==> src/hw/qspi_macros.svh <==
`ifndef QSPI_MACROS_SVH
`define QSPI_MACROS_SVH

// Processor bus widths
`define QSPI_DATA_WIDTH 32
`define QSPI_ADDR_WIDTH 32

// Register map
`define QSPI_DATA_ADDR 0
`define QSPI_DIV_ADDR 4

// Serial clock half-period in cycles, minus one
`define QSPI_DIV_WIDTH 8
`define QSPI_DEFAULT_DIV 1

`endif
==> src/hw/qspi_sclk_gen.sv <==
`timescale 1ns/100ps

`include "qspi_macros.svh"

module qspi_sclk_gen (
  input  logic                       clock,
  input  logic                       reset,
  input  logic                       run,
  input  logic [`QSPI_DIV_WIDTH-1:0] div,
  output logic                       sclk,
  output logic                       rise,
  output logic                       fall
);

  logic [`QSPI_DIV_WIDTH-1:0] count;
  logic                       wrap;

  // Half-period is div+1 cycles
  assign wrap = run && (count == div);

  // Strobes flag the cycle before sclk changes
  assign rise = wrap && !sclk;
  assign fall = wrap && sclk;

  always_ff @(posedge clock) begin
    if (!reset) begin
      count <= '0;
      sclk  <= 1'b0;
    end else if (!run) begin
      // Idle low between transfers
      count <= '0;
      sclk  <= 1'b0;
    end else if (wrap) begin
      count <= '0;
      sclk  <= ~sclk;
    end else begin
      count <= count + `QSPI_DIV_WIDTH'(1);
    end
  end

endmodule

==> config.mk <==
export PLATFORM = sky130hd
export DESIGN_NAME = qspi_sclk_gen
export DESIGN_NICKNAME = d
export VERILOG_FILES = /design/src/hw/qspi_sclk_gen.sv
export VERILOG_INCLUDE_DIRS = /design/src /design/src/hw
export SDC_FILE = /design/constraint.sdc
export NUM_CORES = 1
export LEC_CHECK = 0
export BUFFER_PORTS_ARGS = -buffer_cell sky130_fd_sc_hd__buf_4
export CAP_MARGIN = 10
export CORE_AREA = 3 3 40 42
export DETAILED_ROUTE_END_ITERATION = 8
export DIE_AREA = 0 0 43 45
export PLACE_DENSITY = 0.61
export SLEW_MARGIN = 20
export SYNTH_ARGS = -nofsm -noshare
export SYNTH_HDL_FRONTEND = slang
export SYNTH_SLANG_ARGS = --single-unit
==> constraint.sdc <==
create_clock -name clock -period 1.7 [get_ports clock]
set_input_delay 0 -clock clock [delete_from_list [all_inputs] [get_ports clock]]
set_output_delay 0 -clock clock [all_outputs]
set_load 0.03 [all_outputs]
==> impl_metrics.py <==
metrics = {
    "clocking": {
        "cts_buffers": 3,
        "cts_setup_buffers": 0,
        "cts_resized": 0,
        "clkSinkCount": 9,
        "root_buffer": "clkbuf_4",
        "clk_pin_slew_ps": 60,
        "hold_buffers": 0,
        "cts_tree": "done",
        "clk_latency_ps": 260,
        "cts_max_path_buffers": 2,
        "htreeDepth": 1,
    },
    "timing": {
        "slew_headroom": 0.813,
        "layout_setup_ws_ps": 164,
        "hold_ws_ps": 39.9,
        "final_max_slew_viol_count": 0,
        "period_minus_slack_ps": 1540,
        "period_share": 0.904,
        "fin_setup_tns_ps": 0,
        "fmax_mhz": 651,
        "finClkSkew_ps": 1.17,
        "final_hold_viol_count": 0,
        "rsz0062_at_grt": "false",
        "finalSetupViolCount": 0,
        "tightest_slew_ps": 280,
    },
    "logic_synthesis": {
        "ys_seq_elements": 9,
        "yosysWarningCount": 0,
        "synth_cells": 48,
        "syn_nets": 60,
        "synth.avg_cell_area_um2": 9.72,
        "ys_seq_area_frac": 0.386,
        "synth.distinct_cells": 16,
        "netlist_area_um2": 467,
    },
    "worst_setup_path": {
        "cp.depth": 5,
        "slowest_delay_ps": 420,
        "reg2reg_depth": 4,
        "path_cells": "xnor2_1, nand4_2, nor2_2, and3b_1, buf_4",
        "critPathKind": "flop to output pin",
        "reg2reg_to": "count[4]$_SDFF_PP0_",
        "cp-start-kind": "flop",
        "cp_slowest_cell": "dfxtp_1",
        "cp-startpoint": "count[2]$_SDFF_PP0_",
        "r2r_setup_slack_ps": 410,
        "setup.worst_path.end": "rise",
        "worstSetupEndpointType": "output pin",
        "crit_required_ps": 1700,
        "cp_max_fo": 5,
        "arrival_ps": 1540,
        "crit_family": "simple AND/OR/NAND/NOR gates",
        "r2r-start": "count[2]$_SDFF_PP0_",
        "worstPathBufferInverterCount": 1,
    },
    "power": {
        "p_leak_nw": 0.249,
        "power_mw": 0.427,
        "peakVddDrop_uv": 371,
        "power_density_mw_per_mm2": 700,
    },
    "flow_run": {
        "drv_cap": 0,
    },
    "finish": {
        "fillers": 138,
        "multiInputGateArea_um2": 283,
        "fin_util": 0.474,
        "antenna_cells": 0,
        "drive_gt1_frac": 0.308,
        "nNetsFinal": 78,
        "area_growth_pct": 30.6,
        "final-seq-area_um2": 180,
    },
    "global_routing": {
        "track_usage": 0.101,
        "grt_max_degree": 9,
        "grt_pass1_wl_mm": 1.39,
        "grt_pass1_vias": 340,
        "antenna_found_initial": 0,
        "grt_remaining_overflow": 0,
    },
    "placed_design": {
        "io_buffers": 13,
        "gp_congestion": 0.729,
        "hpwlAfterDp_um": 646,
        "place_ws_ps": 412,
    },
    "status": {
        "outcome": "finished, final reports clean",
    },
    "drt": {
        "vias": 372,
        "routed_wl_um": 853,
        "drtIter0Drc": 4,
        "via_per_inst": 4.65,
        "drc": 0,
        "first_pass_iters": 2,
        "antenna_left": 0,
        "wl_per_cell_um": 10.7,
    },
    "floorplan": {
        "initial_core_util": 0.363,
        "io_pins": 14,
        "chipWidth_um": 43,
        "die_area_mm2": 0.00194,
        "core_area_mm2": 0.00128,
        "die_h_um": 45,
        "num_rows": 13,
    },
    "min_path": {
        "min_from": "reset",
        "hold_path.class": "primary input to flop",
    },
}
## kinds of logic (layout without fill, tap and decap cells)
family,after synthesis,count (layout),synth area share
fa+ha+maj,1,1,0.0268
mux,1,1,0.0214
buf+inv,1,18,0.00804
simple gates,21,21,0.249
compound gates,1,1,0.0456
flops,9,9,0.386
xor+xnor,14,14,0.263
## per-layer routing
| layer | vias up | track usage | wire length (µm) |
|---|---|---|---|
| li1 | 199 | - | - |
| met1 | 157 | 0.121 | 398 |
| met2 | 13 | 0.144 | 367 |
| met3 | 3 | 0.0438 | 62 |
| met4 | 0 | 0.0723 | 24 |
| met5 | - | 0 | 0 |
## layout make-up
| class | count | area share |
|---|---|---|
| clock buffers | 4 | 0.0431 |
| inverters | 1 | 0.00616 |
| multi-input cells | 38 | 0.464 |
| flip-flops and latches | 9 | 0.296 |
| well taps | 15 | 0.0308 |
| repair buffers | 13 | 0.160 |
## synthesized netlist by cell type (all sizes together)
cell	number	area, µm²
nor2	9	36.3
nand3b	1	7.51
ha	1	12.5
o211ai	1	21.3
xnor2	10	87.6
inv	1	3.75
mux2i	1	10.0
and3b	1	8.76
dfxtp	9	180
nand4	2	18.8
and3	3	20.0
nand3	5	25.0
xor2	4	35.0
## report_power, final
part           internal [mW]  switching, mW  leakage [nW]
logic                 0.0272         0.0186         0.161
registers              0.213        0.00262        0.0728
clock network         0.0905         0.0746        0.0150
total                  0.331         0.0958         0.249
## flip-flops by register name (all words and copies together), names as in the netlist
register / flops
sclk: 1
count: 8
## through the flow
step           cell area (µm²)  instances
2_1_floorplan              467         48
3_3_place_gp               583         76
3_5_place_dp               583         76
4_1_cts                    609         80
5_1_grt                    609         80
6_report                   609         80
## worst min-delay path by stage
stage                   endpoint  slack (ps)  cells after the start
2_1_floorplan  sclk$_SDFFE_PP0P_         170                      2
3_3_place_gp   sclk$_SDFFE_PP0P_         320                      3
3_5_place_dp   sclk$_SDFFE_PP0P_         320                      3
4_1_cts        sclk$_SDFFE_PP0P_          30                      3
5_1_grt        sclk$_SDFFE_PP0P_          60                      3
6_report       sclk$_SDFFE_PP0P_          40                      3
## worst reg2reg max path, delay by kind of cell, from the launching register on
kind,cells,cell delay [ps]
flops,1,420
compound gates,1,320
xor+xnor,1,160
simple gates,2,270
## cells in the final DEF (no fill, tap or decap), drive strengths merged
master and instances:
nand3 5, and3b 1, nor2 9, mux2i 1, ha 1, o211ai 1
buf 13, and3 3, nand4 2, xnor2 10, xor2 4, inv 1
dfxtp 9, clkbuf 4, nand3b 1
(Power assumes the default switching activity.)
