## src/hw/qspi_macros.svh

```systemverilog
`ifndef QSPI_MACROS_SVH
`define QSPI_MACROS_SVH

// Processor bus widths
`define QSPI_DATA_WIDTH 32
`define QSPI_ADDR_WIDTH 32

// Register map
`define QSPI_DATA_ADDR 0
`define QSPI_DIV_ADDR 4

// Serial clock half-period in cycles, minus one
`define QSPI_DIV_WIDTH 8
`define QSPI_DEFAULT_DIV 1

`endif
```

## src/hw/qspi_pkg.sv

```systemverilog
package qspi_pkg;

  // Transfer sequencer states
  typedef enum logic [1:0] {
    idle       = 2'd0,
    shift_high = 2'd1,
    shift_low  = 2'd2,
    done       = 2'd3
  } seq_state_t;

  // Decoded bus access
  typedef enum logic [2:0] {
    none       = 3'd0,
    data_write = 3'd1,
    data_read  = 3'd2,
    div_write  = 3'd3,
    div_read   = 3'd4,
    bad_addr   = 3'd5
  } bus_op_t;

endpackage

```

## src/hw/qspi_sequencer.sv

```systemverilog
`timescale 1ns/100ps

module qspi_sequencer (
  input  logic              clock,
  input  logic              reset,
  input  qspi_pkg::bus_op_t op,
  input  logic              rise,
  input  logic              fall,
  output logic              run,
  output logic              load,
  output logic              shift,
  output logic              sample,
  output logic              drive,
  output logic              cs,
  output logic              busy,
  output logic              xfer_done
);

  qspi_pkg::seq_state_t state;
  qspi_pkg::seq_state_t state_next;
  logic                 reading;
  logic                 accept;

  // Only an idle sequencer takes a data access
  assign accept = (state == qspi_pkg::idle) &&
                  ((op == qspi_pkg::data_write) || (op == qspi_pkg::data_read));

  // Serial clock runs for both nibble phases
  assign run = (state == qspi_pkg::shift_high) || (state == qspi_pkg::shift_low);

  assign load = (state == qspi_pkg::idle) && (op == qspi_pkg::data_write);

  // Only one shift, between the two nibbles
  assign shift = (state == qspi_pkg::shift_high) && fall;

  // Read data is taken on the rising strobe
  assign sample = run && reading && rise;

  assign busy = (state != qspi_pkg::idle);
  assign xfer_done = (state == qspi_pkg::done);

  always_comb begin
    state_next = state;
    case (state)
      qspi_pkg::idle: begin
        if (accept) begin
          state_next = qspi_pkg::shift_high;
        end
      end
      qspi_pkg::shift_high: begin
        if (fall) begin
          state_next = qspi_pkg::shift_low;
        end
      end
      qspi_pkg::shift_low: begin
        if (fall) begin
          state_next = qspi_pkg::done;
        end
      end
      qspi_pkg::done: begin
        state_next = qspi_pkg::idle;
      end
      default: begin
        state_next = qspi_pkg::idle;
      end
    endcase
  end

  always_ff @(posedge clock) begin
    if (!reset) begin
      state <= qspi_pkg::idle;
    end else begin
      state <= state_next;
    end
  end

  // Chip select and pad enable change together
  always_ff @(posedge clock) begin
    if (!reset) begin
      cs      <= 1'b1;
      drive   <= 1'b0;
      reading <= 1'b0;
    end else if (accept) begin
      cs      <= 1'b0;
      drive   <= (op == qspi_pkg::data_write);
      reading <= (op == qspi_pkg::data_read);
    end else if ((state == qspi_pkg::shift_low) && fall) begin
      // End of second nibble
      cs    <= 1'b1;
      drive <= 1'b0;
    end
  end

endmodule

```

## config.mk

```make
export PLATFORM = sky130hd
export DESIGN_NAME = qspi_sequencer
export DESIGN_NICKNAME = d
export VERILOG_FILES = /design/src/hw/qspi_macros.svh /design/src/hw/qspi_pkg.sv /design/src/hw/qspi_sequencer.sv
export SDC_FILE = /design/constraint.sdc
export NUM_CORES = 1
export LEC_CHECK = 0
export ABC_AREA = 1
export BUFFER_PORTS_ARGS = -buffer_cell sky130_fd_sc_hd__clkbuf_2
export CORE_AREA = 4 4 41 43
export CTS_CLUSTER_SIZE = 12
export DETAILED_ROUTE_END_ITERATION = 8
export DIE_AREA = 0 0 45 47
export PLACE_DENSITY_LB_ADDON = 0.05
export SETUP_SLACK_MARGIN = 0.15
export SLEW_MARGIN = 40
export SYNTH_ARGS = -nofsm -noshare
export SYNTH_HDL_FRONTEND = slang
export SYNTH_SLANG_ARGS = --single-unit
```

## constraint.sdc

```tcl
create_clock -name clock -period 1.3 [get_ports clock]
set_input_delay 0.13 -clock clock [delete_from_list [all_inputs] [get_ports clock]]
set_output_delay 0.13 -clock clock [all_outputs]
set_load 0.05 [all_outputs]
```

==> flow_metrics.tcl <==
set metrics [dict create \
    synth_common_cells "10 x inv_1, 6 x nand2_1, 5 x dfxtp_1, 5 x ha_1" \
    netlist_top_cells_area "dfxtp_1 29%, ha_1 18%, inv_1 11%, nand2_1 6.5%, nand3_1 5.8%" \
    grt_pass1_wl_mm 1.50 \
    cp-end-kind "output pin" \
    ys_ff_latch 5 \
    post_drt_via_cell_ratio 4.36 \
    avgSynthCellArea_um2 7.73 \
    p_int_w 0.000988 \
    cts.clk_slew.worst_paths_ps 40 \
    syn_area_um2 348 \
    gp_congestion 0.678 \
    clock_sinks 5 \
    hold_viol 0 \
    finalInstanceArea_um2 711 \
    synthXorXnorAreaFrac_pct 0 \
    synth-async-reset-ratio_pct 0 \
    grt_pass1_vias 363 \
    cp-start-kind "register" \
    vias 375 \
    start_util_pct 26.7 \
    rows 13 \
    cellLeakagePower_nw 0.354 \
    wire_per_inst_um 11.3 \
    grt_usage_pct 10.0 \
    grt_remaining_overflow 0 \
    ctsHtreeMaxLevel 1 \
    first_iter_violations 3 \
    pwr_density_cell_mw_per_mm2 2520 \
    arrival_ps 1220 \
    syn_nets 57 \
    synth-simple-area-share_pct 27.0 \
    wl_um 973 \
    drv_cap 0 \
    die_w_um 45 \
    rsz0062_at_grt "true" \
    synth_top_family_by_area "simple AND/OR/NAND/NOR gates" \
    sw_frac_of_total_pct 44.7 \
    p_sw_w 0.000800 \
    clock.fmax_ghz 0.742 \
    worstSkewPairLatency_ps 240 \
    cp_cell_sequence "inv_2 -> ha_4 -> and3_4 -> clkbuf_16" \
    synthFlopType "dfxtp_1" \
    required_ps 1170 \
    place_ws_ps 58.8 \
    vdd_drop_max_uv 1240 \
    die_h_um 47 \
    fin_crit_sh_pct 104 \
    hp-class "in2reg" \
    p_clk_share_pct 10.0 \
    period_needed_ps 1350 \
    fin_nets 84 \
    synth_cells 45 \
    comb_power_share_pct 76.9 \
    cpPeakStageDelay_ps 340 \
    setup-violations-final 2 \
    pin_count 15 \
    worst_pin_slew_ps 276 \
    status "finished with violations" \
    synth_top_area_share_pct 28.8 \
    synth_adder_area_share_pct 18.0 \
    synth_top_cell_by_area "dfxtp_1" \
    fp.coreArea_mm2 0.00130 \
    clock_path_buffers 2 \
    placed_area_um2 464 \
    synth_compound_area_share_pct 15.5 \
    syn2layout_area_growth_pct 104 \
    violations "negative setup slack" \
    antenna_found_initial 0 \
    fin_ws_ps -48.5 \
    drc 0 \
    nFillCells 122 \
    diodes 0 \
    portBuffers 14 \
    synth_cell_type_count 14 \
    synthMuxAreaShare_pct 0 \
    critPathKind "reg2out" \
    ant_nets 0 \
    fin_setup_tns_ps -92.3 \
    ys_warn_count 0 \
    seq_power_share_pct 13.1 \
    yosysMostFrequentCell "inv_1" \
    numCtsBuffers 3 \
    slew_headroom_pct 81.7 \
    drv_slew 0 \
    holdBufCountCts 0 \
    grt_max_degree 5 \
    fin_worst_skew_ps 1.75 \
    final_layout_size_suffix_gt1_share_pct 64.8 \
    cp_max_fo 3 \
    synth_edf_count 0 \
    tritoncts "built" \
    crit_slowest_cell "dfxtp_2" \
    die_area_mm2 0.00212 \
    yosysSeqAreaShare_pct 28.8 \
    cts_root_buf "clkbuf_4" \
    first_pass_iters 4 \
]
[placed cells by master (no fill, tap or decap), drive strengths merged]
| cell type | instances |
|---|---|
| o211ai | 1 |
| and3 | 1 |
| nand3b | 1 |
| nor2 | 4 |
| inv | 10 |
| o21bai | 1 |
| clkbuf | 18 |
| nand3 | 5 |
| buf | 8 |
| a21oi | 4 |
| nand2 | 8 |
| dfxtp | 5 |
| ha | 5 |
[through the flow]
| stage | utilization [%] | total power (W) | hold WS [ps] | instances |
|---|---|---|---|---|
| final | 54.6 | 0.00179 | 88.8 | 86 |
| after global routing | 54.6 | 0.00191 | 108 | 86 |
| after CTS | 52.2 | 0.00169 | 93.3 | 84 |
| after detailed placement | 35.7 | 0.00106 | 346 | 75 |
| after global placement | 35.7 | 0.00107 | 343 | 75 |
| after floorplan | - | 0.000929 | 199 | 45 |
[worst max-delay path, delay by kind of cell, from the launching register on]
family                   cells  cell delay [ps]
adder cells (fa/ha/maj)      1              260
flip-flops                   1              340
buffers and inverters        2              200
AND/OR/NAND/NOR              1              170
[per-layer routing]
metal,vias up,GRT usage [%],part of all wire (%)
li1,193,-,-
met1,170,13.0,43
met2,10,15.5,51
met3,2,1.15,4.0
met4,0,7.02,1.5
met5,-,0,0
[cell families after synthesis]
family          Yosys count
flops                     5
buf+inv                  10
compound gates            6
simple gates             19
fa+ha+maj                 5
[state kept, by name (all words and copies together), names as in the netlist]
signal / count
state: 2
reading: 1
drive: 1
cs: 1
[what timing repair did]
item	CTS	global route
setup buffers	5	2
resized for setup	27	6
hold endpoints to repair	0	0
pin swaps	9	5
endpoints found under the setup margin	7	9
[layout make-up]
cell class	instances	area [um2]	area share [%]
Timing Repair Buffer	22	243	34.2
Sequential cell	5	103	14.4
Tap cell	15	18.8	2.64
Multi-Input combinational cell	30	278	39.1
Clock buffer	4	26.3	3.70
Inverter	10	42.5	5.99
[power groups by stage]
| stage | Clock (W) | Sequential (W) | Combinational (W) |
|---|---|---|---|
| 2_1_floorplan | 0 | 0.000269 | 0.000660 |
| 3_3_place_gp | 0 | 0.000234 | 0.000833 |
| 3_5_place_dp | 0 | 0.000237 | 0.000820 |
| 4_1_cts | 0.000189 | 0.000229 | 0.00127 |
| 5_1_grt | 0.000198 | 0.000243 | 0.00147 |
| 6_report | 0.000179 | 0.000235 | 0.00137 |
[worst paths after layout]
| kind | to | slack [ps] | start | depth (start not counted) |
|---|---|---|---|---|
| min | cs | 90 | reset | 2 |
| min reg2reg | reading | 460 | reading | 2 |
| max reg2reg | state[1] | 10 | state[0] | 8 |
| max | sample | -50 | state[0] | 4 |
Note: power is estimated with default switching activity, not from simulation.
