File: src/hw/qspi_macros.svh
`ifndef QSPI_MACROS_SVH
`define QSPI_MACROS_SVH

// Processor bus widths
`define QSPI_DATA_WIDTH 32
`define QSPI_ADDR_WIDTH 32

// Register map
`define QSPI_DATA_ADDR 0
`define QSPI_DIV_ADDR 4

// Serial clock half-period in cycles, minus one
`define QSPI_DIV_WIDTH 8
`define QSPI_DEFAULT_DIV 1

`endif
File: src/hw/qspi_nibble_shifter.sv
`timescale 1ns/100ps

module qspi_nibble_shifter (
  input  logic       clock,
  input  logic       reset,
  input  logic       load,
  input  logic [7:0] tx_byte,
  input  logic       shift,
  input  logic       sample,
  input  logic [3:0] d_in,
  output logic [3:0] d_out,
  output logic [7:0] rx_byte
);

  logic [7:0] data;
  logic [7:0] data_next;

  always_comb begin
    data_next = data;
    if (load) begin
      data_next = tx_byte;
    end else begin
      // Sample lands in the low nibble ahead of any shift
      if (sample) begin
        data_next[3:0] = d_in;
      end
      if (shift) begin
        data_next = {data_next[3:0], 4'b0000};
      end
    end
  end

  always_ff @(posedge clock) begin
    if (!reset) begin
      data <= 8'h00;
    end else begin
      data <= data_next;
    end
  end

  // High nibble goes out first
  assign d_out = data[7:4];

  assign rx_byte = data;

endmodule

File: config.mk
export PLATFORM = sky130hd
export DESIGN_NAME = qspi_nibble_shifter
export DESIGN_NICKNAME = d
export VERILOG_FILES = /design/src/hw/qspi_macros.svh /design/src/hw/qspi_nibble_shifter.sv
export SDC_FILE = /design/constraint.sdc
export NUM_CORES = 1
export LEC_CHECK = 0
export ABC_AREA = 1
export BUFFER_PORTS_ARGS = -buffer_cell sky130_fd_sc_hd__buf_4
export CORE_AREA = 2 2 39 41
export CTS_BUF_LIST = sky130_fd_sc_hd__clkbuf_16
export DETAILED_ROUTE_END_ITERATION = 10
export DIE_AREA = 0 0 41 43
export GPL_ROUTABILITY_DRIVEN = 0
export PLACE_DENSITY_LB_ADDON = 0.3
export SETUP_SLACK_MARGIN = 0.5
export SLEW_MARGIN = 15
export SYNTH_ARGS = -nofsm -noshare
export SYNTH_HDL_FRONTEND = slang
export SYNTH_SLANG_ARGS = --single-unit
File: constraint.sdc
create_clock -name clock -period 0.8 [get_ports clock]
set_input_delay 0.24 -clock clock [delete_from_list [all_inputs] [get_ports clock]]
set_output_delay 0.24 -clock clock [all_outputs]
set_load 0.02 [all_outputs]
==> reports/results.txt, run 1 <==
run status: finished with violations
violations in the final reports: negative setup slack
max reg flops: 8
Finished Cell Area: 806 µm²
multi-input gate area in the final layout: 224 µm²
Setup Slack @ Placement: -90.8 ps
worst-margin pin slew: 297 ps
antenna violations before repair: 0
longest individual stage delay on the worst path: 340 ps
Final Max Slew Viols: 0
endpoint arrival time on the critical path: 700 ps
Setup crit start kind: flip-flop
wire per inst: 9.80 µm
count of boundary I/O pins: 29
clock network latency to the later pin of the worst-skew pair: 230 ps
Fin Hold WS: 257 ps
worst setup skew after layout: 0.255 ps
max frequency: 1.06 GHz
proportion of layout cells with a drive suffix above 1: 62.2%
final setup margin: -143 ps
critical path class: flip-flop to output port
family with the most delay on the worst path: flip-flops
standard-cell rows: 14
overall die width: 41 µm
Final Critical Period: 943 ps
Routed WL: 1040 µm
global router's overall resource usage: 13.8%
area fraction in compound gates after synthesis: 14.5%
RSZ-0062 raised after global routing: true
power density over the cells: 1970 nW/µm²
synthesized cell area: 415 µm²
H-tree depth: 1
basic-gate share of the synthesized area counting and, or, nand and nor cells: 30.7%
first-pass iteration count of the detailed router: 3
instance area after placement: 649 µm²
number of buffers created by CTS: 3
number of buffers on the longest clock path: 2
via count normalized by instance count: 4.39
critical path capture point type: output port
warnings from Yosys: 0
full die area: 1760 µm²
Post-Synth XOR/XNOR Area: 0%
via count of the first global-routing pass: 407
cell chain of the critical path: buf_6
register cell area after layout: 190 µm²
mux contribution to synthesized area: 0%
final worst path period share: 118%
overall via count from detail_route: 465
clock tree from TritonCTS: yes
clock transition at the register clock pins on the worst setup and hold paths after CTS: 40 ps
filler cell count in the final layout: 145
Post-DRT Antenna Nets: 0
Seq/Total Area, Yosys: 38.6%
number of sinks handled by clock tree synthesis: 8
overall power: 1.58 mW
aggregate global routing overflow: 0
cell with the biggest individual delay on the critical path: sky130_fd_sc_hd__dfxtp_4
end-of-flow core utilization: 58.2%
net total in the final layout: 109
syn_area_per_cell: 6.70 µm²
net count of the mapped netlist: 79
Static Leak: 0.399 nW
max cap viols: 0
Inserted Diodes: 0
Fin. Hold Viols: 0
relative max-transition margin: 80.2%
WP buf/inv: 1
final setup violating endpoints: 12
flip-flop and latch count after synthesis: 8
number of standard cells after synthesis: 62
pin count of the biggest net entering global routing: 9
most used cells in the layout excluding fill and tap cells: sky130_fd_sc_hd__nand2_1, sky130_fd_sc_hd__buf_4, sky130_fd_sc_hd__buf_6, sky130_fd_sc_hd__nand2_2, sky130_fd_sc_hd__a21oi_1
required time worst endpoint: 560 ps
area of the placeable core: 1380 µm²
Worst Path Max Fanout: 3
count of unresolved DRC violations after routing: 0
Detailed Route Iter0 Violations: 3
worst ir drop on vdd: 1.61 mV
clock tree root driver cell: sky130_fd_sc_hd__clkbuf_16
post-synthesis adder-cell area fraction: 0%
signed area change from the synthesized netlist to the final layout: 94.0%
Hold WC Path Type: primary input to flip-flop
Initial Util: 30.0%
first-pass GRT wire length: 1550 µm
height of the chip: 43 µm
main combinational cell family by area after synthesis: simple AND/OR/NAND/NOR gates
number of buffer cells added on primary ports: 28
synth unique cells: 7
-- metrics by stage --
stage | cells | setup TNS (ps)
global placement | 103 | -486
detailed placement | 103 | -556
CTS | 106 | -1710
floorplan | 62 | 0
global route | 106 | -1860
finish | 106 | -1670
-- final timing paths --
check	start	end	slack (ps)	cells after the start
setup reg to reg	rx_byte[3]	rx_byte[3]	60	4
hold / removal	tx_byte[2]	rx_byte[2]	260	3
hold reg to reg	rx_byte[5]	rx_byte[5]	550	2
setup / recovery	rx_byte[6]	d_out[2]	-140	1
-- power breakdown --
part / switching, mW / total [mW] / internal (mW)
clock: 0.201 / 0.846 / 0.645
sequential: 0.0226 / 0.438 / 0.416
combinational: 0.142 / 0.300 / 0.158
total: 0.366 / 1.58 / 1.22
-- timing repair --
action	in CTS	in global routing
hold buffers	0	0
setup endpoints to repair	20	20
gates resized for setup	12	13
setup buffers	0	0
pin swaps	7	6
-- layer usage --
metal | vias up | global-route usage (%) | routed length [µm]
met3 | 3 | 7.85 | 88
met5 | - | 0 | 0
li1 | 246 | - | -
met1 | 198 | 14.6 | 379
met4 | 0 | 10.0 | 23
met2 | 18 | 19.4 | 548
-- kinds of logic (layout without fill, tap and decap cells) --
family                 count (synthesis)  count (layout)
AND/OR/NAND/NOR                       30              30
AO/OA/AOI/OAI                         12              12
buffers and inverters                 12              40
flip-flops                             8               8
-- synth_stat cells --
| cell type | instances | area share [%] |
|---|---|---|
| sky130_fd_sc_hd__nor2_4 | 2 | 5.4 |
| sky130_fd_sc_hd__buf_6 | 1 | 2.7 |
| sky130_fd_sc_hd__inv_1 | 7 | 6.3 |
| sky130_fd_sc_hd__buf_4 | 4 | 7.2 |
| sky130_fd_sc_hd__nand2_1 | 28 | 25 |
| sky130_fd_sc_hd__a21oi_1 | 12 | 14 |
| sky130_fd_sc_hd__dfxtp_1 | 8 | 39 |
-- area by class of cell --
class / instances / share of cell area (%)
clock buffers: 3 / 9.32
inverters: 7 / 3.26
multi-input cells: 42 / 27.8
flip-flops and latches: 8 / 23.6
well taps: 16 / 2.48
repair buffers: 30 / 33.5
No activity file was read; power rests on OpenSTA's default activity.
==> run 2: changes to the inputs <==
==> constraint.sdc (replaced) <==
create_clock -name clock -period 0.8 [get_ports clock]
set_input_delay 0.08 -clock clock [delete_from_list [all_inputs] [get_ports clock]]
set_output_delay 0.08 -clock clock [all_outputs]
set_load 0.02 [all_outputs]
==> run 2 against run 1 <==
The flow now finishes without violations; power is 0.34% lower; global-route usage is 1.8 points higher; worst setup slack better by 160 ps; maximum frequency rose by 21%; register-to-register slack is essentially flat; die area stayed put; critical endpoint is now rx_byte[2].
==> reports/results.txt, run 2 (synthesized netlist as in run 1, its figures left out) <==
required time worst endpoint: 720 ps (+160 ps)
filler cell count in the final layout: 136 (-6.2%)
Post-DRT Antenna Nets: 0 (unchanged)
count of boundary I/O pins: 29 (unchanged)
clock tree root driver cell: sky130_fd_sc_hd__clkbuf_16
Final Critical Period: 780 ps (-163 ps)
max cap viols: 0 (unchanged)
sum of negative setup slack: 0 ps (+1670 ps)
Initial Util: 30.0% (unchanged)
wire per inst: 10.5 µm (+7.3%)
overall die width: 41 µm (unchanged)
Hold WC Path Type: primary input to flip-flop
number of buffers created by CTS: 3 (unchanged)
total instance count after detailed placement: 101 (-1.9%)
cell chain of the critical path: buf_6
Worst Path Max Fanout: 2 (-1)
overall power: 1.58 mW (-0.34%)
family with the most delay on the worst path: flip-flops
critical path capture point type: output port
first-pass GRT wire length: 1770 µm (+15%)
aggregate global routing overflow: 0 (unchanged)
HPWL reported at the end of detailed placement: 763 µm
longest individual stage delay on the worst path: 340 ps (about the same)
final setup violating endpoints: 0 (-12)
final worst path period share: 97.5% (-20 points)
multi-input gate area in the final layout: 218 µm² (-2.8%)
first-pass iteration count of the detailed router: 2 (-1)
Finished Cell Area: 785 µm² (-2.6%)
global router's overall resource usage: 15.6% (+1.8 points)
Static Leak: 0.387 nW (-2.8%)
full die area: 1760 µm² (unchanged)
Post-Layout Cell Count: 104 (-1.9%)
standard-cell rows: 14 (unchanged)
Setup crit start kind: flip-flop
endpoint arrival time on the critical path: 700 ps (about the same)
worst setup skew after layout: 2.18 ps (+1.92 ps)
number of sinks handled by clock tree synthesis: 8 (unchanged)
Fin. Hold Viols: 0 (unchanged)
signed area change from the synthesized netlist to the final layout: 88.9%
power density over the cells: 2010 nW/µm² (+2.4%)
height of the chip: 43 µm (unchanged)
final setup margin: 19.9 ps (+163 ps)
register cell area after layout: 190 µm² (unchanged)
clock network latency to the later pin of the worst-skew pair: 230 ps (about the same)
net total in the final layout: 107 (-1.8%)
run status: finished clean
Setup Slack @ Placement: 46.7 ps (+138 ps)
H-tree depth: 1 (unchanged)
WP buf/inv: 1 (unchanged)
Inserted Diodes: 0 (unchanged)
via count of the first global-routing pass: 403 (-0.98%)
cell with the biggest individual delay on the critical path: sky130_fd_sc_hd__dfxtp_4
number of buffers on the longest clock path: 2 (unchanged)
count of unresolved DRC violations after routing: 0 (unchanged)
worst ir drop on vdd: 1.20 mV (-26%)
pin count of the biggest net entering global routing: 11 (+2)
Fin Hold WS: 94.7 ps (-162 ps)
count of buffers added by post-CTS timing repair for setup: 0 (unchanged)
clock transition at the register clock pins on the worst setup and hold paths after CTS: 40 ps (about the same)
Detailed Route Iter0 Violations: 2 (-1)
number of buffer cells added on primary ports: 28 (unchanged)
via count normalized by instance count: 4.42 (+0.83%)
Routed WL: 1090 µm (+5.3%)
max reg flops: 8 (unchanged)
worst-margin pin slew: 317 ps (+20.1 ps)
Final Max Slew Viols: 0 (unchanged)
max frequency: 1.28 GHz (+21%)
end-of-flow core utilization: 56.7% (-1.5 points)
critical path class: flip-flop to output port
antenna violations before repair: 0 (unchanged)
proportion of layout cells with a drive suffix above 1: 58.0% (-4.3 points)
most common cell after layout, fill and taps aside: sky130_fd_sc_hd__nand2_1
RSZ-0062 raised after global routing: true
instance area after placement: 634 µm² (-2.3%)
most used cells in the layout excluding fill and tap cells: sky130_fd_sc_hd__nand2_1, sky130_fd_sc_hd__buf_4, sky130_fd_sc_hd__buf_6, sky130_fd_sc_hd__a21oi_1, sky130_fd_sc_hd__dfxtp_4
area of the placeable core: 1380 µm² (unchanged)
relative max-transition margin: 78.8% (-1.3 points)
overall via count from detail_route: 460 (-1.1%)
clock tree from TritonCTS: yes
-- run 2: cell count changes in the layout (fill, tap and decap cells not counted) --
cell,change
sky130_fd_sc_hd__a21oi_2,+1
sky130_fd_sc_hd__buf_4,-2
sky130_fd_sc_hd__nand2_1,+4
sky130_fd_sc_hd__a21oi_1,-1
sky130_fd_sc_hd__nand2_2,-4
-- run 2: per-layer routing --
layer / track usage [%] / routed length [µm] / up-vias
li1: - / - / 238
met1: 19.2 / 394 / 201
met4: 8.00 / 30 / 0
met2: 22.5 / 596 / 16
met5: 0 / 0 / -
met3: 6.28 / 73 / 5
-- run 2: what timing repair did --
item	CTS	global route
gates resized for setup	12	10
hold buffers	0	0
endpoints found under the setup margin	20	20
pin swaps	0	5
-- run 2: where the power goes --
group / total, mW / internal [mW] / switching [mW]
Sequential: 0.438 / 0.415 / 0.0221
Combinational: 0.292 / 0.151 / 0.141
Clock: 0.849 / 0.645 / 0.204
Total: 1.58 / 1.21 / 0.367
-- run 2: final timing paths --
kind,from,to,slack (ps),depth (start not counted)
max,rx_byte[2],rx_byte[2],20,1
min,tx_byte[3],rx_byte[3],90,3
max reg2reg,rx_byte[3],rx_byte[7],70,4
min reg2reg,rx_byte[7],rx_byte[7],560,2
-- run 2: cell type report --
type	instances	share of cell area, %
clock buffers	3	9.57
multi-input cells	42	27.8
repair buffers	28	32.5
inverters	7	3.35
flip-flops and latches	8	24.2
well taps	16	2.55
==> run 3: changes to the inputs <==
- BUFFER_PORTS_ARGS: -buffer_cell sky130_fd_sc_hd__buf_4 -> default
- DONT_BUFFER_PORTS: default -> 1
- HOLD_SLACK_MARGIN: default -> 0.1
==> run 3 against run 2 <==
The flow now finishes with violations (negative hold slack); design area fell by 19%; highest routed layer is now met3; critical endpoint is now d_out[3]; non-clock buffer count fell by 20; flip-flop and latch count did not move; via count fell by 15%; worst hold slack got worse by 110 ps.
==> reports/results.txt, run 3 (synthesized netlist as in run 1, its figures left out) <==
run status: finished with violations
violations in the final reports: negative hold slack
HPWL reported at the end of detailed placement: 736 µm (-3.6%)
Inserted Diodes: 0 (unchanged)
register cell area after layout: 190 µm² (unchanged)
end-of-flow core utilization: 46.2% (-10 points)
number of buffers created by CTS: 3 (unchanged)
first-pass GRT wire length: 1630 µm (-8.2%)
depth of the worst register-to-register path: 4 (unchanged)
height of the chip: 43 µm (unchanged)
number of buffers on the longest clock path: 2 (unchanged)
most common cell after layout, fill and taps aside: sky130_fd_sc_hd__nand2_1
net switching fraction of the power: 21.5% (-1.7 points)
global router's overall resource usage: 13.7% (-1.9 points)
overall via count from detail_route: 391 (-15%)
Post-DRT Antenna Nets: 0 (unchanged)
final setup margin: 17.3 ps (-2.57 ps)
multi-input gate area in the final layout: 223 µm² (+2.3%)
count of unresolved DRC violations after routing: 0 (unchanged)
Static Leak: 0.290 nW (-25%)
met3 routed WL: 60 µm (-18%)
met2 WL post-DR: 574 µm (-3.7%)
Hold WC Path Type: primary input to flip-flop
Setup crit start kind: flip-flop
uppermost signal routing layer after detailed routing: met3
overall power: 1.47 mW (-7.2%)
final setup violating endpoints: 0 (unchanged)
worst ir drop on vdd: 1.21 mV (+0.96%)
internal power: 1.15 mW (-5.1%)
via count of the first global-routing pass: 401 (-0.50%)
Final Critical Period: 783 ps (+2.57 ps)
overall die width: 41 µm (unchanged)
critical path class: flip-flop to output port
hold_sp: load
Initial Util: 30.0% (unchanged)
Fin Hold WS: -18.4 ps (-113 ps)
full die area: 1760 µm² (unchanged)
total net switching power: 315 µW (-14%)
longest individual stage delay on the worst path: 340 ps (about the same)
Post-Layout Cell Count: 84 (-19%)
Clock Power Share: 55.9% (+2.1 points)
clock transition at the register clock pins on the worst setup and hold paths after CTS: 40 ps (about the same)
Final Max Slew Viols: 0 (unchanged)
worst hold endpoint: rx_byte[0]
clock tree root driver cell: sky130_fd_sc_hd__clkbuf_16
r2r startpoint: rx_byte[1]
antenna violations before repair: 0 (unchanged)
clock tree from TritonCTS: yes
cell chain of the critical path: buf_8
most used cells in the layout excluding fill and tap cells: sky130_fd_sc_hd__nand2_1, sky130_fd_sc_hd__nand2_2, sky130_fd_sc_hd__a21oi_1, sky130_fd_sc_hd__dfxtp_4, sky130_fd_sc_hd__inv_1
proportion of layout cells with a drive suffix above 1: 48.5% (-9.4 points)
Worst Hold Path Cells: 2 (-1)
worst-margin pin slew: 312 ps (-5.00 ps)
count of buffers added by post-CTS timing repair for setup: 0 (unchanged)
Worst Path Max Fanout: 2 (unchanged)
area of the placeable core: 1380 µm² (unchanged)
worst-case register-to-register setup slack: 70 ps (about the same)
filler cell count in the final layout: 135 (-0.74%)
wire per inst: 12.0 µm (+14%)
sum of negative setup slack: 0 ps (unchanged)
share of power burned in registers: 29.6% (+1.9 points)
total instance count after detailed placement: 81 (-20%)
worst setup skew after layout: 0.594 ps (-1.58 ps)
Fin. Hold Viols: 3 (+3)
via count normalized by instance count: 4.65 (+5.2%)
Setup Slack @ Placement: 79.7 ps (+33.0 ps)
count of boundary I/O pins: 29 (unchanged)
origin of the worst setup path: rx_byte[7]
standard-cell rows: 14 (unchanged)
max frequency: 1.28 GHz (-0.33%)
relative max-transition margin: 79.1% (+0.33 points)
wl on met1: 375 µm (-4.8%)
signed area change from the synthesized netlist to the final layout: 53.9%
r2r endpoint: rx_byte[1]
Routed WL: 1010 µm (-7.7%)
critical path capture point type: output port
required time worst endpoint: 720 ps (about the same)
clock network latency to the later pin of the worst-skew pair: 230 ps (about the same)
endpoint arrival time on the critical path: 700 ps (about the same)
first-pass iteration count of the detailed router: 4 (+2)
aggregate global routing overflow: 0 (unchanged)
WP buf/inv: 1 (unchanged)
final worst path period share: 97.8% (+0.32 points)
max cap viols: 0 (unchanged)
cell with the biggest individual delay on the critical path: sky130_fd_sc_hd__dfxtp_4
Finished Cell Area: 639 µm² (-19%)
power density over the cells: 2290 nW/µm² (+14%)
net total in the final layout: 87 (-19%)
instance area after placement: 484 µm² (-24%)
number of buffer cells added on primary ports: 0 (-100%)
pin count of the biggest net entering global routing: 11 (unchanged)
max reg flops: 8 (unchanged)
Detailed Route Iter0 Violations: 2 (unchanged)
share of power burned in combinational logic: 14.4% (-4.1 points)
family with the most delay on the worst path: flip-flops
RSZ-0062 raised after global routing: true
number of sinks handled by clock tree synthesis: 8 (unchanged)
H-tree depth: 1 (unchanged)
## run 3: cell types whose count changed in the layout (fill, tap and decap cells not counted), sizes merged
| cell | previous run | this run |
|---|---|---|
| buf | 28 | 8 |
## run 3: power by group through the flow
stage / combinational, mW / sequential, mW / clock, mW
detailed placement: 0.169 / 0.433 / 0
finish: 0.211 / 0.434 / 0.820
floorplan: 0.122 / 0.467 / 0
global placement: 0.167 / 0.432 / 0
CTS: 0.191 / 0.432 / 0.835
global route: 0.233 / 0.436 / 0.859
## run 3: metal layers
metal	GRT usage [%]	vias up
li1	-	200
met1	15.9	180
met2	21.9	11
met3	4.19	0
met4	6.00	0
met5	0	-
## run 3: repair_timing
| action | in CTS | in global routing |
|---|---|---|
| gates resized for setup | 11 | 13 |
| endpoints found under the hold margin | 8 | 8 |
| setup endpoints to repair | 20 | 20 |
| pin swaps | 4 | 4 |
## run 3: area by class of cell
cell class / instances / share of cell area (%)
multi-input cells: 42 / 34.8
well taps: 16 / 3.13
inverters: 7 / 4.11
flip-flops and latches: 8 / 29.7
clock buffers: 3 / 11.7
repair buffers: 8 / 16.4
## run 3: worst max-delay path by stage
stage | slack (ps) | depth (start not counted) | endpoint
2_1_floorplan | 100 | 4 | rx_byte[0]
3_3_place_gp | 110 | 4 | rx_byte[4]
3_5_place_dp | 80 | 4 | rx_byte[1]
4_1_cts | 10 | 1 | d_out[3]
5_1_grt | 5 | 1 | rx_byte[5]
6_report | 20 | 1 | d_out[3]
