$ cat src/hw/qspi_macros.svh
`ifndef QSPI_MACROS_SVH
`define QSPI_MACROS_SVH

// Processor bus widths
`define QSPI_DATA_WIDTH 32
`define QSPI_ADDR_WIDTH 32

// Register map
`define QSPI_DATA_ADDR 0
`define QSPI_DIV_ADDR 4

// Serial clock half-period in cycles, minus one
`define QSPI_DIV_WIDTH 8
`define QSPI_DEFAULT_DIV 1

`endif
$ cat src/hw/qspi_pkg.sv
package qspi_pkg;

  // Transfer sequencer states
  typedef enum logic [1:0] {
    idle       = 2'd0,
    shift_high = 2'd1,
    shift_low  = 2'd2,
    done       = 2'd3
  } seq_state_t;

  // Decoded bus access
  typedef enum logic [2:0] {
    none       = 3'd0,
    data_write = 3'd1,
    data_read  = 3'd2,
    div_write  = 3'd3,
    div_read   = 3'd4,
    bad_addr   = 3'd5
  } bus_op_t;

endpackage

$ cat src/hw/qspi_bus_regs.sv
`timescale 1ns/100ps

`include "qspi_macros.svh"

module qspi_bus_regs (
  input  logic                        clock,
  input  logic                        reset,
  input  logic                        mem_valid,
  input  logic [`QSPI_ADDR_WIDTH-1:0] mem_addr,
  input  logic [`QSPI_DATA_WIDTH-1:0] mem_wdata,
  input  logic [3:0]                  mem_wstrb,
  input  logic                        busy,
  input  logic                        xfer_done,
  input  logic [7:0]                  rx_byte,
  output qspi_pkg::bus_op_t           op,
  output logic [7:0]                  tx_byte,
  output logic [`QSPI_DIV_WIDTH-1:0]  div,
  output logic [`QSPI_DATA_WIDTH-1:0] mem_rdata,
  output logic                        mem_ready,
  output logic                        mem_error
);

  logic accept;
  logic is_write;
  logic reg_op;
  logic last_read;

  // Hold off while a transfer runs or its ready is still out
  assign accept = mem_valid && !busy && !mem_ready;
  assign is_write = |mem_wstrb;

  always_comb begin
    op = qspi_pkg::none;
    if (accept) begin
      if (mem_addr == `QSPI_ADDR_WIDTH'(`QSPI_DATA_ADDR)) begin
        op = is_write ? qspi_pkg::data_write : qspi_pkg::data_read;
      end else if (mem_addr == `QSPI_ADDR_WIDTH'(`QSPI_DIV_ADDR)) begin
        op = is_write ? qspi_pkg::div_write : qspi_pkg::div_read;
      end else begin
        op = qspi_pkg::bad_addr;
      end
    end
  end

  assign tx_byte = mem_wdata[7:0];

  assign reg_op = (op == qspi_pkg::div_write) || (op == qspi_pkg::div_read) ||
                  (op == qspi_pkg::bad_addr);

  always_ff @(posedge clock) begin
    if (!reset) begin
      div       <= `QSPI_DIV_WIDTH'(`QSPI_DEFAULT_DIV);
      mem_ready <= 1'b0;
      mem_error <= 1'b0;
      last_read <= 1'b0;
    end else begin
      mem_ready <= reg_op || xfer_done;
      mem_error <= (op == qspi_pkg::bad_addr);
      if (op == qspi_pkg::div_write) begin
        // Zero is not a legal half-period
        div <= (mem_wdata[7:0] == 8'h00) ? `QSPI_DIV_WIDTH'(1) : mem_wdata[7:0];
      end
      if (op == qspi_pkg::data_read) begin
        last_read <= 1'b1;
      end else if (op == qspi_pkg::data_write) begin
        last_read <= 1'b0;
      end
    end
  end

  always_ff @(posedge clock) begin
    if (op == qspi_pkg::div_read) begin
      mem_rdata <= `QSPI_DATA_WIDTH'(div);
    end else if (reg_op) begin
      mem_rdata <= '0;
    end else if (xfer_done) begin
      mem_rdata <= last_read ? `QSPI_DATA_WIDTH'(rx_byte) : '0;
    end
  end

endmodule

$ cat config.mk
export PLATFORM = sky130hd
export DESIGN_NAME = qspi_bus_regs
export DESIGN_NICKNAME = d
export VERILOG_FILES = /design/src/hw/qspi_pkg.sv /design/src/hw/qspi_bus_regs.sv
export VERILOG_INCLUDE_DIRS = /design/src /design/src/hw
export SDC_FILE = /design/constraint.sdc
export NUM_CORES = 1
export LEC_CHECK = 0
export ABC_AREA = 1
export ABC_CLOCK_PERIOD_IN_PS = 1300
export BUFFER_PORTS_ARGS = -buffer_cell sky130_fd_sc_hd__buf_2
export CAP_MARGIN = 20
export CORE_MARGIN = 2
export CORE_UTILIZATION = 33
export DETAILED_ROUTE_END_ITERATION = 10
export PLACE_DENSITY = 0.78
export REMOVE_ABC_BUFFERS = 1
export SLEW_MARGIN = 0
export SYNTH_ARGS = -nofsm -noshare
export SYNTH_HDL_FRONTEND = slang
export SYNTH_SLANG_ARGS = --single-unit
$ cat constraint.sdc
create_clock -name clock -period 1.3 [get_ports clock]
set_input_delay 0.065 -clock clock [delete_from_list [all_inputs] [get_ports clock]]
set_output_delay 0.065 -clock clock [all_outputs]
set_load 0.005 [all_outputs]
==> results of run 1 <==
## worst register-to-register path, cell delays in order, from the launching register on
cell and delay [ns]:
dfxtp_2 0.33, nor3_4 0.14, inv_2 0.08, nor2_4 0.13
buf_4 0.14, buf_4 0.12, nor2_1 0.04, o21bai_1 0.14
## worst max path at each step
stage	from	to	slack, ns	cells after the start
floorplan	mem_ready$_SDFF_PN0_	mem_rdata[0]$_DFFE_PP_	-1.07	5
global placement	mem_ready$_SDFF_PN0_	mem_rdata[7]$_DFFE_PP_	-0.07	6
detailed placement	mem_ready$_SDFF_PN0_	mem_rdata[7]$_DFFE_PP_	-0.18	6
CTS	mem_ready$_SDFF_PN0_	op[2]	-0.07	7
global route	mem_ready$_SDFF_PN0_	op[0]	-0.15	7
finish	mem_ready$_SDFF_PN0_	op[0]	-0.07	7
## per-layer routing
metal  vias to the layer above  track usage  share of wire
li1                        700            -              -
met1                       572       0.1620           0.40
met2                        64       0.2840           0.52
met3                         2      0.01316          0.075
met4                         0      0.03000         0.0069
met5                         -            0              0
## kinds of logic (layout without fill, tap and decap cells)
kind of cell,count (synthesis),after routing,share of synthesized area
AND/OR/NAND/NOR,85,85,0.3139
other,1,24,0.002767
AO/OA/AOI/OAI,22,22,0.1016
buffers and inverters,53,119,0.2419
flip-flops,19,19,0.3398
## layout make-up
type,instances,area share
multi-input cells,131,0.3723
repair buffers,98,0.2870
flip-flops and latches,19,0.2480
inverters,17,0.03427
well taps,50,0.03360
clock buffers,3,0.02218
clock inverters,1,0.002688
## state kept, by name (all words and copies together), names as in the netlist
| register | cells |
|---|---|
| div | 8 |
| mem_ready | 1 |
| mem_error | 1 |
| last_read | 1 |
| mem_rdata | 8 |
## power by group through the flow
stage                     clock, W  combinational (W)  sequential [W]
after floorplan                  0          0.0000688        0.000656
after global placement           0           0.000230        0.000653
after detailed placement         0           0.000232        0.000653
after CTS                 0.000412           0.000241        0.000641
after global routing      0.000436           0.000282        0.000643
final                     0.000399           0.000249        0.000641
## timing repair
item                                    in CTS  in global routing
gates resized for setup                     10                  4
setup buffers                                4                  2
endpoints found under the setup margin      20                 19
pin swaps                                    4                  0
hold endpoints to repair                     0                  0
gates cloned                                 0                  0
## cells in the final DEF (no fill, tap or decap), drive strengths merged
| master | count |
|---|---|
| buf | 98 |
| nor2 | 37 |
| nand2 | 33 |
| conb | 24 |
| inv | 17 |
| a21oi | 11 |
| dfxtp | 11 |
| o21bai | 8 |
| edfxtp | 8 |
| nand4 | 8 |
| clkbuf | 3 |
| nor3 | 3 |
| o21ai | 3 |
| nand3 | 2 |
| nor4 | 1 |
| nand3b | 1 |
| clkinv | 1 |
## metrics by stage
step / instance area, um2 / util
after floorplan: 1177 / -
after global placement: 1760 / 0.4433
after detailed placement: 1760 / 0.4433
after CTS: 1842 / 0.4638
after global routing: 1862 / 0.4688
final: 1862 / 0.4688
==> metrics.md, run 1 <==
| Metric | Value |
|---|---|
| Status | `finished, violations left` |
| Violated checks | `setup timing` |
| Reg power frac | `0.498` |
| CTS tree | `yes` |
| Final clock skew | `0.001086 ns` |
| Worst Hold Depth | `3` |
| Filler cell count | `394` |
| DP Worst Slack | `-0.1833 ns` |
| Synth Register Bits | `19` |
| I/O Buffers | `85` |
| Mean Syn Cell Area | `7.528 um2` |
| CP max stage cell | `dfxtp_2` |
| Detailed-route DRC error count | `0` |
| CP required | `1.24 ns` |
| CP Capture Type | `primary output` |
| I/O Pins | `134` |
| Fmax | `729.7 MHz` |
| Hold path endpoint | `div[7]$_SDFFE_PN0N_` |
| Antenna fix cells | `0` |
| Placer Congestion | `0.8260` |
| Max-cap violations | `0` |
| Clock power share | `0.309` |
| Worst hold path type | `primary input to flip-flop` |
| Synth Flop Type | `dfxtp_1` |
| Sequential area share after synthesis | `0.3398` |
| Fin Hold WS | `0.1082 ns` |
| Setup Crit Path Kind | `flip-flop to primary output` |
| Final setup viols | `11` |
| Slowest stage delay, CP | `0.33 ns` |
| Number of antenna-violating nets in the routed design | `0` |
| Leakage | `0.9510 nW` |
| Area contributors post-synth | `buf_4, edfxtp_1, dfxtp_1` |
| Dpl cells | `313` |
| Maximum clock path buffer count | `2` |
| Min cycle time layout | `1.370 ns` |
| Most used standard cell by instance count after synthesis | `buf_4` |
| Die height | `68.08 um` |
| Detailed Routing Iterations Pass 1 | `4` |
| RSZ-0062 raised after global routing | `true` |
| Largest net degree at the start of global routing | `12` |
| Post-Syn Area | `0.001355 mm2` |
| CTS buffer count | `3` |
| PwrDens | `691.9 mW/mm2` |
| Die span in x | `68.08 um` |
| Switching fraction of total power | `0.2441` |
| Via Count | `1338` |
| Tot Pwr | `0.001288 W` |
| Cts hold-fix bufs | `0` |
| Number of distinct library cells after synthesis | `29` |
| Vias in the first global route | `1241` |
| Tcrit/Tclk final | `1.054` |
| TNS Setup | `-0.4691 ns` |
| Core Area | `0.003971 mm2` |
| NumNets Final | `351` |
| Die Footprint | `0.004635 mm2` |
| Worst skew pair latency | `0.25 ns` |
| Mapped Cells | `180` |
| EDFF count, synth | `8` |
| Pins Over Slew Limit | `0` |
| Worst-path fanout max | `3` |
| Yosys warns | `0` |
| Worst setup margin | `-0.07034 ns` |
| Internal power | `0.0009738 W` |
| R2r startpoint | `mem_ready$_SDFF_PN0_` |
| Clk root buf | `clkbuf_8` |
| Storage cell area | `461.7 um2` |
| Area growth, synth to finish | `37.40%` |
| Post-synth top area cell | `buf_4` |
| Post-detail-place hpwl | `2.632 mm` |
| Clock transition at path regs | `0.07 ns` |
| Share of the synthesized area in the top cell type | `0.1773` |
| Synth async-reset ratio | `0` |
| Worst Hold Launch | `mem_wdata[7]` |
| Combinational group share of total power | `0.193` |
| Antenna violations before repair | `0` |
| Initial Util | `0.3412` |
| Total GRT Usage | `0.1428` |
| H-tree depth | `1` |
| Crit-path cells | `nor3_4, inv_2, nor2_4, buf_6, o21ai_2, o21ai_1, buf_2` |
| Worst R2R End | `mem_rdata[7]$_DFFE_PP_` |
| CP startpoint kind | `flip-flop` |
| Area of the multi-input gates | `693.2 um2` |
| Row count | `23` |
| Iteration-0 DRC Markers | `41` |
| Delay-heaviest family, CP | `buffers and inverters` |
| GRT overflow | `0` |
| Cells on worst reg2reg path | `7` |
| Fraction of layout cells with a size suffix above 1 | `0.4498` |
| Final Non-Filler Cells | `319` |
| First-pass GRT wire length | `5.140 mm` |
| Synth top cells by count | `buf_4, nor2_1, nand2_1` |
| Crit path DAT | `1.31 ns` |
| WP buf/inv | `3` |
| Worst R2R Setup Slack | `-0.07 ns` |
| Hold Violations, Final | `0` |
| Sw power | `0.0003144 W` |
| Routed wire length per instance | `9.994 um` |
| Vias per cell | `4.194` |
| Max IR drop VDD | `0.4378 mV` |
| Drt total wl | `3.188 mm` |
| Clock sink total | `19` |
(Power assumes the default switching activity.)
==> run 2: changes to the inputs <==
--- a/config.mk
+++ b/config.mk
@@ -6,15 +6,14 @@
 export SDC_FILE = /design/constraint.sdc
 export NUM_CORES = 1
 export LEC_CHECK = 0
-export ABC_AREA = 1
+export ABC_AREA = 0
 export ABC_CLOCK_PERIOD_IN_PS = 1300
 export BUFFER_PORTS_ARGS = -buffer_cell sky130_fd_sc_hd__buf_2
 export CAP_MARGIN = 20
 export CORE_MARGIN = 2
-export CORE_UTILIZATION = 33
+export CORE_UTILIZATION = 32
 export DETAILED_ROUTE_END_ITERATION = 10
-export PLACE_DENSITY = 0.78
-export REMOVE_ABC_BUFFERS = 1
+export PLACE_DENSITY = 0.77
 export SLEW_MARGIN = 0
 export SYNTH_ARGS = -nofsm -noshare
 export SYNTH_HDL_FRONTEND = slang
==> run 2 against run 1 <==
  * The flow still finishes with violations (setup timing)
  * Final cell count is 17% lower
  * Sequential share of layout area is 0.21 points lower
  * Sequential power hardly changed
  * First-iteration DRC count is 2.4% lower
  * Synthesized cell count is 31% lower
  * Worst hold slack worse by 0.041 ns
  * Combinational power is 5% higher
  * Largest cell class unchanged
  * Highest routed layer unchanged
==> metrics.md, run 2 <==
| Metric | Value |
|---|---|
| Min cycle time layout | `1.663 ns (+0.2923 ns)` |
| Vias in the first global route | `1067 (-14%)` |
| Antenna violations before repair | `0 (unchanged)` |
| Antenna fix cells | `0 (unchanged)` |
| I/O Buffers | `85 (unchanged)` |
| Synth Register Bits | `19 (unchanged)` |
| Die height | `67.83 um (-0.37%)` |
| Clock sink total | `19 (unchanged)` |
| Most used standard cell by instance count after synthesis | `buf_4` |
| Worst setup margin | `-0.3626 ns (-0.2923 ns)` |
| Hold Violations, Final | `0 (unchanged)` |
| Multiplexer area fraction after synthesis | `0.06910 (+0.06910)` |
| Share of the synthesized area in the top cell type | `0.1843 (+0.006976)` |
| Filler cell count | `367 (-6.9%)` |
| Maximum clock path buffer count | `2 (unchanged)` |
| Total GRT Usage | `0.1226 (-0.02019)` |
| Detailed Routing Iterations Pass 1 | `4 (unchanged)` |
| RSZ-0062 raised after global routing | `true` |
| Clock transition at path regs | `0.07 ns (about the same)` |
| Mean Syn Cell Area | `10.43 um2 (+39%)` |
| Die span in x | `67.83 um (-0.37%)` |
| Largest family of logic cells by synthesized area | `simple AND/OR/NAND/NOR gates` |
| Sequential area share after synthesis | `0.3532 (+0.01337)` |
| Via Count | `1157 (-14%)` |
| Leakage | `0.9057 nW (-4.8%)` |
| Area contributors post-synth | `buf_4, edfxtp_1, dfxtp_1` |
| Synth async-reset ratio | `0 (unchanged)` |
| CP Capture Type | `primary output` |
| First-pass GRT wire length | `4.319 mm (-16%)` |
| Post-Syn Area | `0.001304 mm2 (-3.8%)` |
| Synth top cells by count | `buf_4, nand2_1, dfxtp_1` |
| Violated checks | `setup timing` |
| Worst Hold Launch | `mem_wdata[5]` |
| Synth Flop Type | `dfxtp_1` |
| Post-route cell area | `0.001878 mm2 (+0.87%)` |
| DP Area | `0.001737 mm2 (-1.4%)` |
| Detailed-route DRC error count | `0 (unchanged)` |
| Pins Over Slew Limit | `0 (unchanged)` |
| Number of antenna-violating nets in the routed design | `0 (unchanged)` |
| Vias per cell | `4.350 (+3.7%)` |
| Crit. Startpoint | `mem_ready$_SDFF_PN0_` |
| Post-synth top area cell | `buf_4` |
| Core Area | `0.003971 mm2 (unchanged)` |
| CTS buffer count | `3 (unchanged)` |
| Hold path endpoint | `div[5]$_SDFFE_PN0N_` |
| Worst R2R End | `mem_rdata[2]$_DFFE_PP_` |
| Fin Hold WS | `0.06676 ns (-0.04146 ns)` |
| Cells on worst reg2reg path | `4 (-3)` |
| I/O Pins | `134 (unchanged)` |
| Worst skew pair latency | `0.26 ns (about the same)` |
| Row count | `23 (unchanged)` |
| Slowest stage delay, CP | `0.39 ns (+0.06 ns)` |
| CP max stage cell | `or3b_4` |
| Commonest non-fill, non-tap cell in the layout | `buf_2` |
| Die Footprint | `0.004601 mm2 (-0.73%)` |
| Tcrit/Tclk final | `1.279 (+0.2248)` |
| CTS tree | `yes` |
| Max IR drop VDD | `0.2542 mV (-42%)` |
| Area growth, synth to finish | `44.05%` |
| Compound-Gate Fraction of Synth Area | `0.09885 (-0.002721)` |
| Placer Congestion | `0.8122 (-1.7%)` |
| CP startpoint kind | `flip-flop` |
| Post-Synth XOR/XNOR Area | `0.006718 (+0.006718)` |
| Setup Crit Path Kind | `flip-flop to primary output` |
| PwrDens | `694.8 mW/mm2 (+0.42%)` |
| CP required | `1.24 ns (about the same)` |
| Yosys warns | `0 (unchanged)` |
| Clk root buf | `clkbuf_8` |
| Fmax | `601.5 MHz (-18%)` |
| Drt total wl | `3.067 mm (-3.8%)` |
| Mapped Cells | `125 (-31%)` |
| Worst-path fanout max | `3 (unchanged)` |
| Max-cap violations | `0 (unchanged)` |
| Fraction of layout cells with a size suffix above 1 | `0.5787 (+0.1289)` |
| GRT overflow | `0 (unchanged)` |
| Cts hold-fix bufs | `0 (unchanged)` |
| Worst Hold Depth | `3 (unchanged)` |
| Initial Util | `0.3283 (-0.01292)` |
| EDFF count, synth | `8 (unchanged)` |
| Adder-Cell Fraction of Synth Area | `0 (unchanged)` |
| Status | `finished, violations left` |
| Iteration-0 DRC Markers | `40 (-2.4%)` |
| Most used cell along the critical path | `buf_6` |
| Post-Synth Simple-Gate Area | `0.2639 (-0.05003)` |
| Worst R2R Setup Slack | `-0.36 ns (-0.29 ns)` |
| H-tree depth | `1 (unchanged)` |
| Crit-path cells | `or3b_4, buf_6, buf_6, nor4_2, buf_2` |
| Routed wire length per instance | `11.53 um (+15%)` |
| Final setup viols | `29 (+18)` |
| Worst hold path type | `primary input to flip-flop` |
| R2r startpoint | `mem_ready$_SDFF_PN0_` |
| Most frequent cells in the layout | `buf_2, conb_1, nand2_1, dfxtp_1, buf_4` |
| Biggest regs | `div (8), mem_rdata (8)` |
| Number of distinct library cells after synthesis | `24 (-17%)` |
| Crit path DAT | `1.60 ns (+0.29 ns)` |
| Post-detail-place hpwl | `2.476 mm (-5.9%)` |
| Largest net degree at the start of global routing | `15 (+3)` |
| NumNets Final | `298 (-15%)` |
| Final clock skew | `0.003719 ns (+0.002633 ns)` |
## run 2: metrics by stage
step | setup TNS [ns] | worst slack, ns | util | power, W | cells
2_1_floorplan | -5.225 | -0.2520 | - | 0.0008050 | 148
3_3_place_gp | -6.010 | -0.2482 | 0.4373 | 0.0008818 | 259
3_5_place_dp | -6.748 | -0.2955 | 0.4373 | 0.0008873 | 259
4_1_cts | -8.601 | -0.3597 | 0.4537 | 0.001288 | 264
5_1_grt | -10.36 | -0.4163 | 0.4729 | 0.001363 | 266
6_report | -8.584 | -0.3626 | 0.4729 | 0.001305 | 266
## run 2: layer usage
metal | vias up | track usage | wire (um)
li1 | 574 | - | -
met1 | 526 | 0.1272 | 1096
met2 | 50 | 0.2316 | 1685
met3 | 7 | 0.02138 | 226
met4 | 0 | 0.06750 | 59
met5 | - | 0 | 0
## run 2: logic make-up (layout without fill, tap and decap cells)
kind of cell           Yosys count  count (layout)
AO/OA/AOI/OAI                   14              14
XOR/XNOR                         1               1
buffers and inverters           39             107
flip-flops                      19              19
multiplexers                     9               9
other                            1              24
AND/OR/NAND/NOR                 42              42
## run 2: report_power, final
part           leakage [nW]  switching, W  internal, W
Sequential            0.174    0.00000347     0.000636
Combinational         0.709      0.000136     0.000126
Clock                0.0228      0.000185     0.000218
Total                 0.906      0.000324     0.000981
## run 2: cell type report
cell class,count,area [um2],share of cell area
well taps,50,62.56,0.03331
repair buffers,100,565.5,0.3011
clock buffers,4,45.04,0.02398
inverters,3,11.26,0.005996
multi-input cells,90,732.0,0.3897
flip-flops and latches,19,461.7,0.2458
## run 2: worst max-delay path by stage
stage,endpoint,slack [ns],cells past startpoint
floorplan,div[0]$_SDFFE_PN1N_,-0.25,4
global placement,mem_rdata[7]$_DFFE_PP_,-0.25,7
detailed placement,mem_rdata[5]$_DFFE_PP_,-0.30,7
CTS,mem_rdata[5]$_DFFE_PP_,-0.36,7
global route,op[1],-0.42,5
finish,op[1],-0.36,5
## run 2: timing repair
item / CTS / global route
gates resized for setup: 3 / 12
endpoints found under the setup margin: 28 / 29
pin swaps: 3 / 7
buffers inserted: 1 / 2
## run 2: worst max-delay path: cells and delay by family (launching register included)
family / cells / cell delay [ns]
buf+inv: 3 / 0.40
flops: 1 / 0.31
simple gates: 2 / 0.62
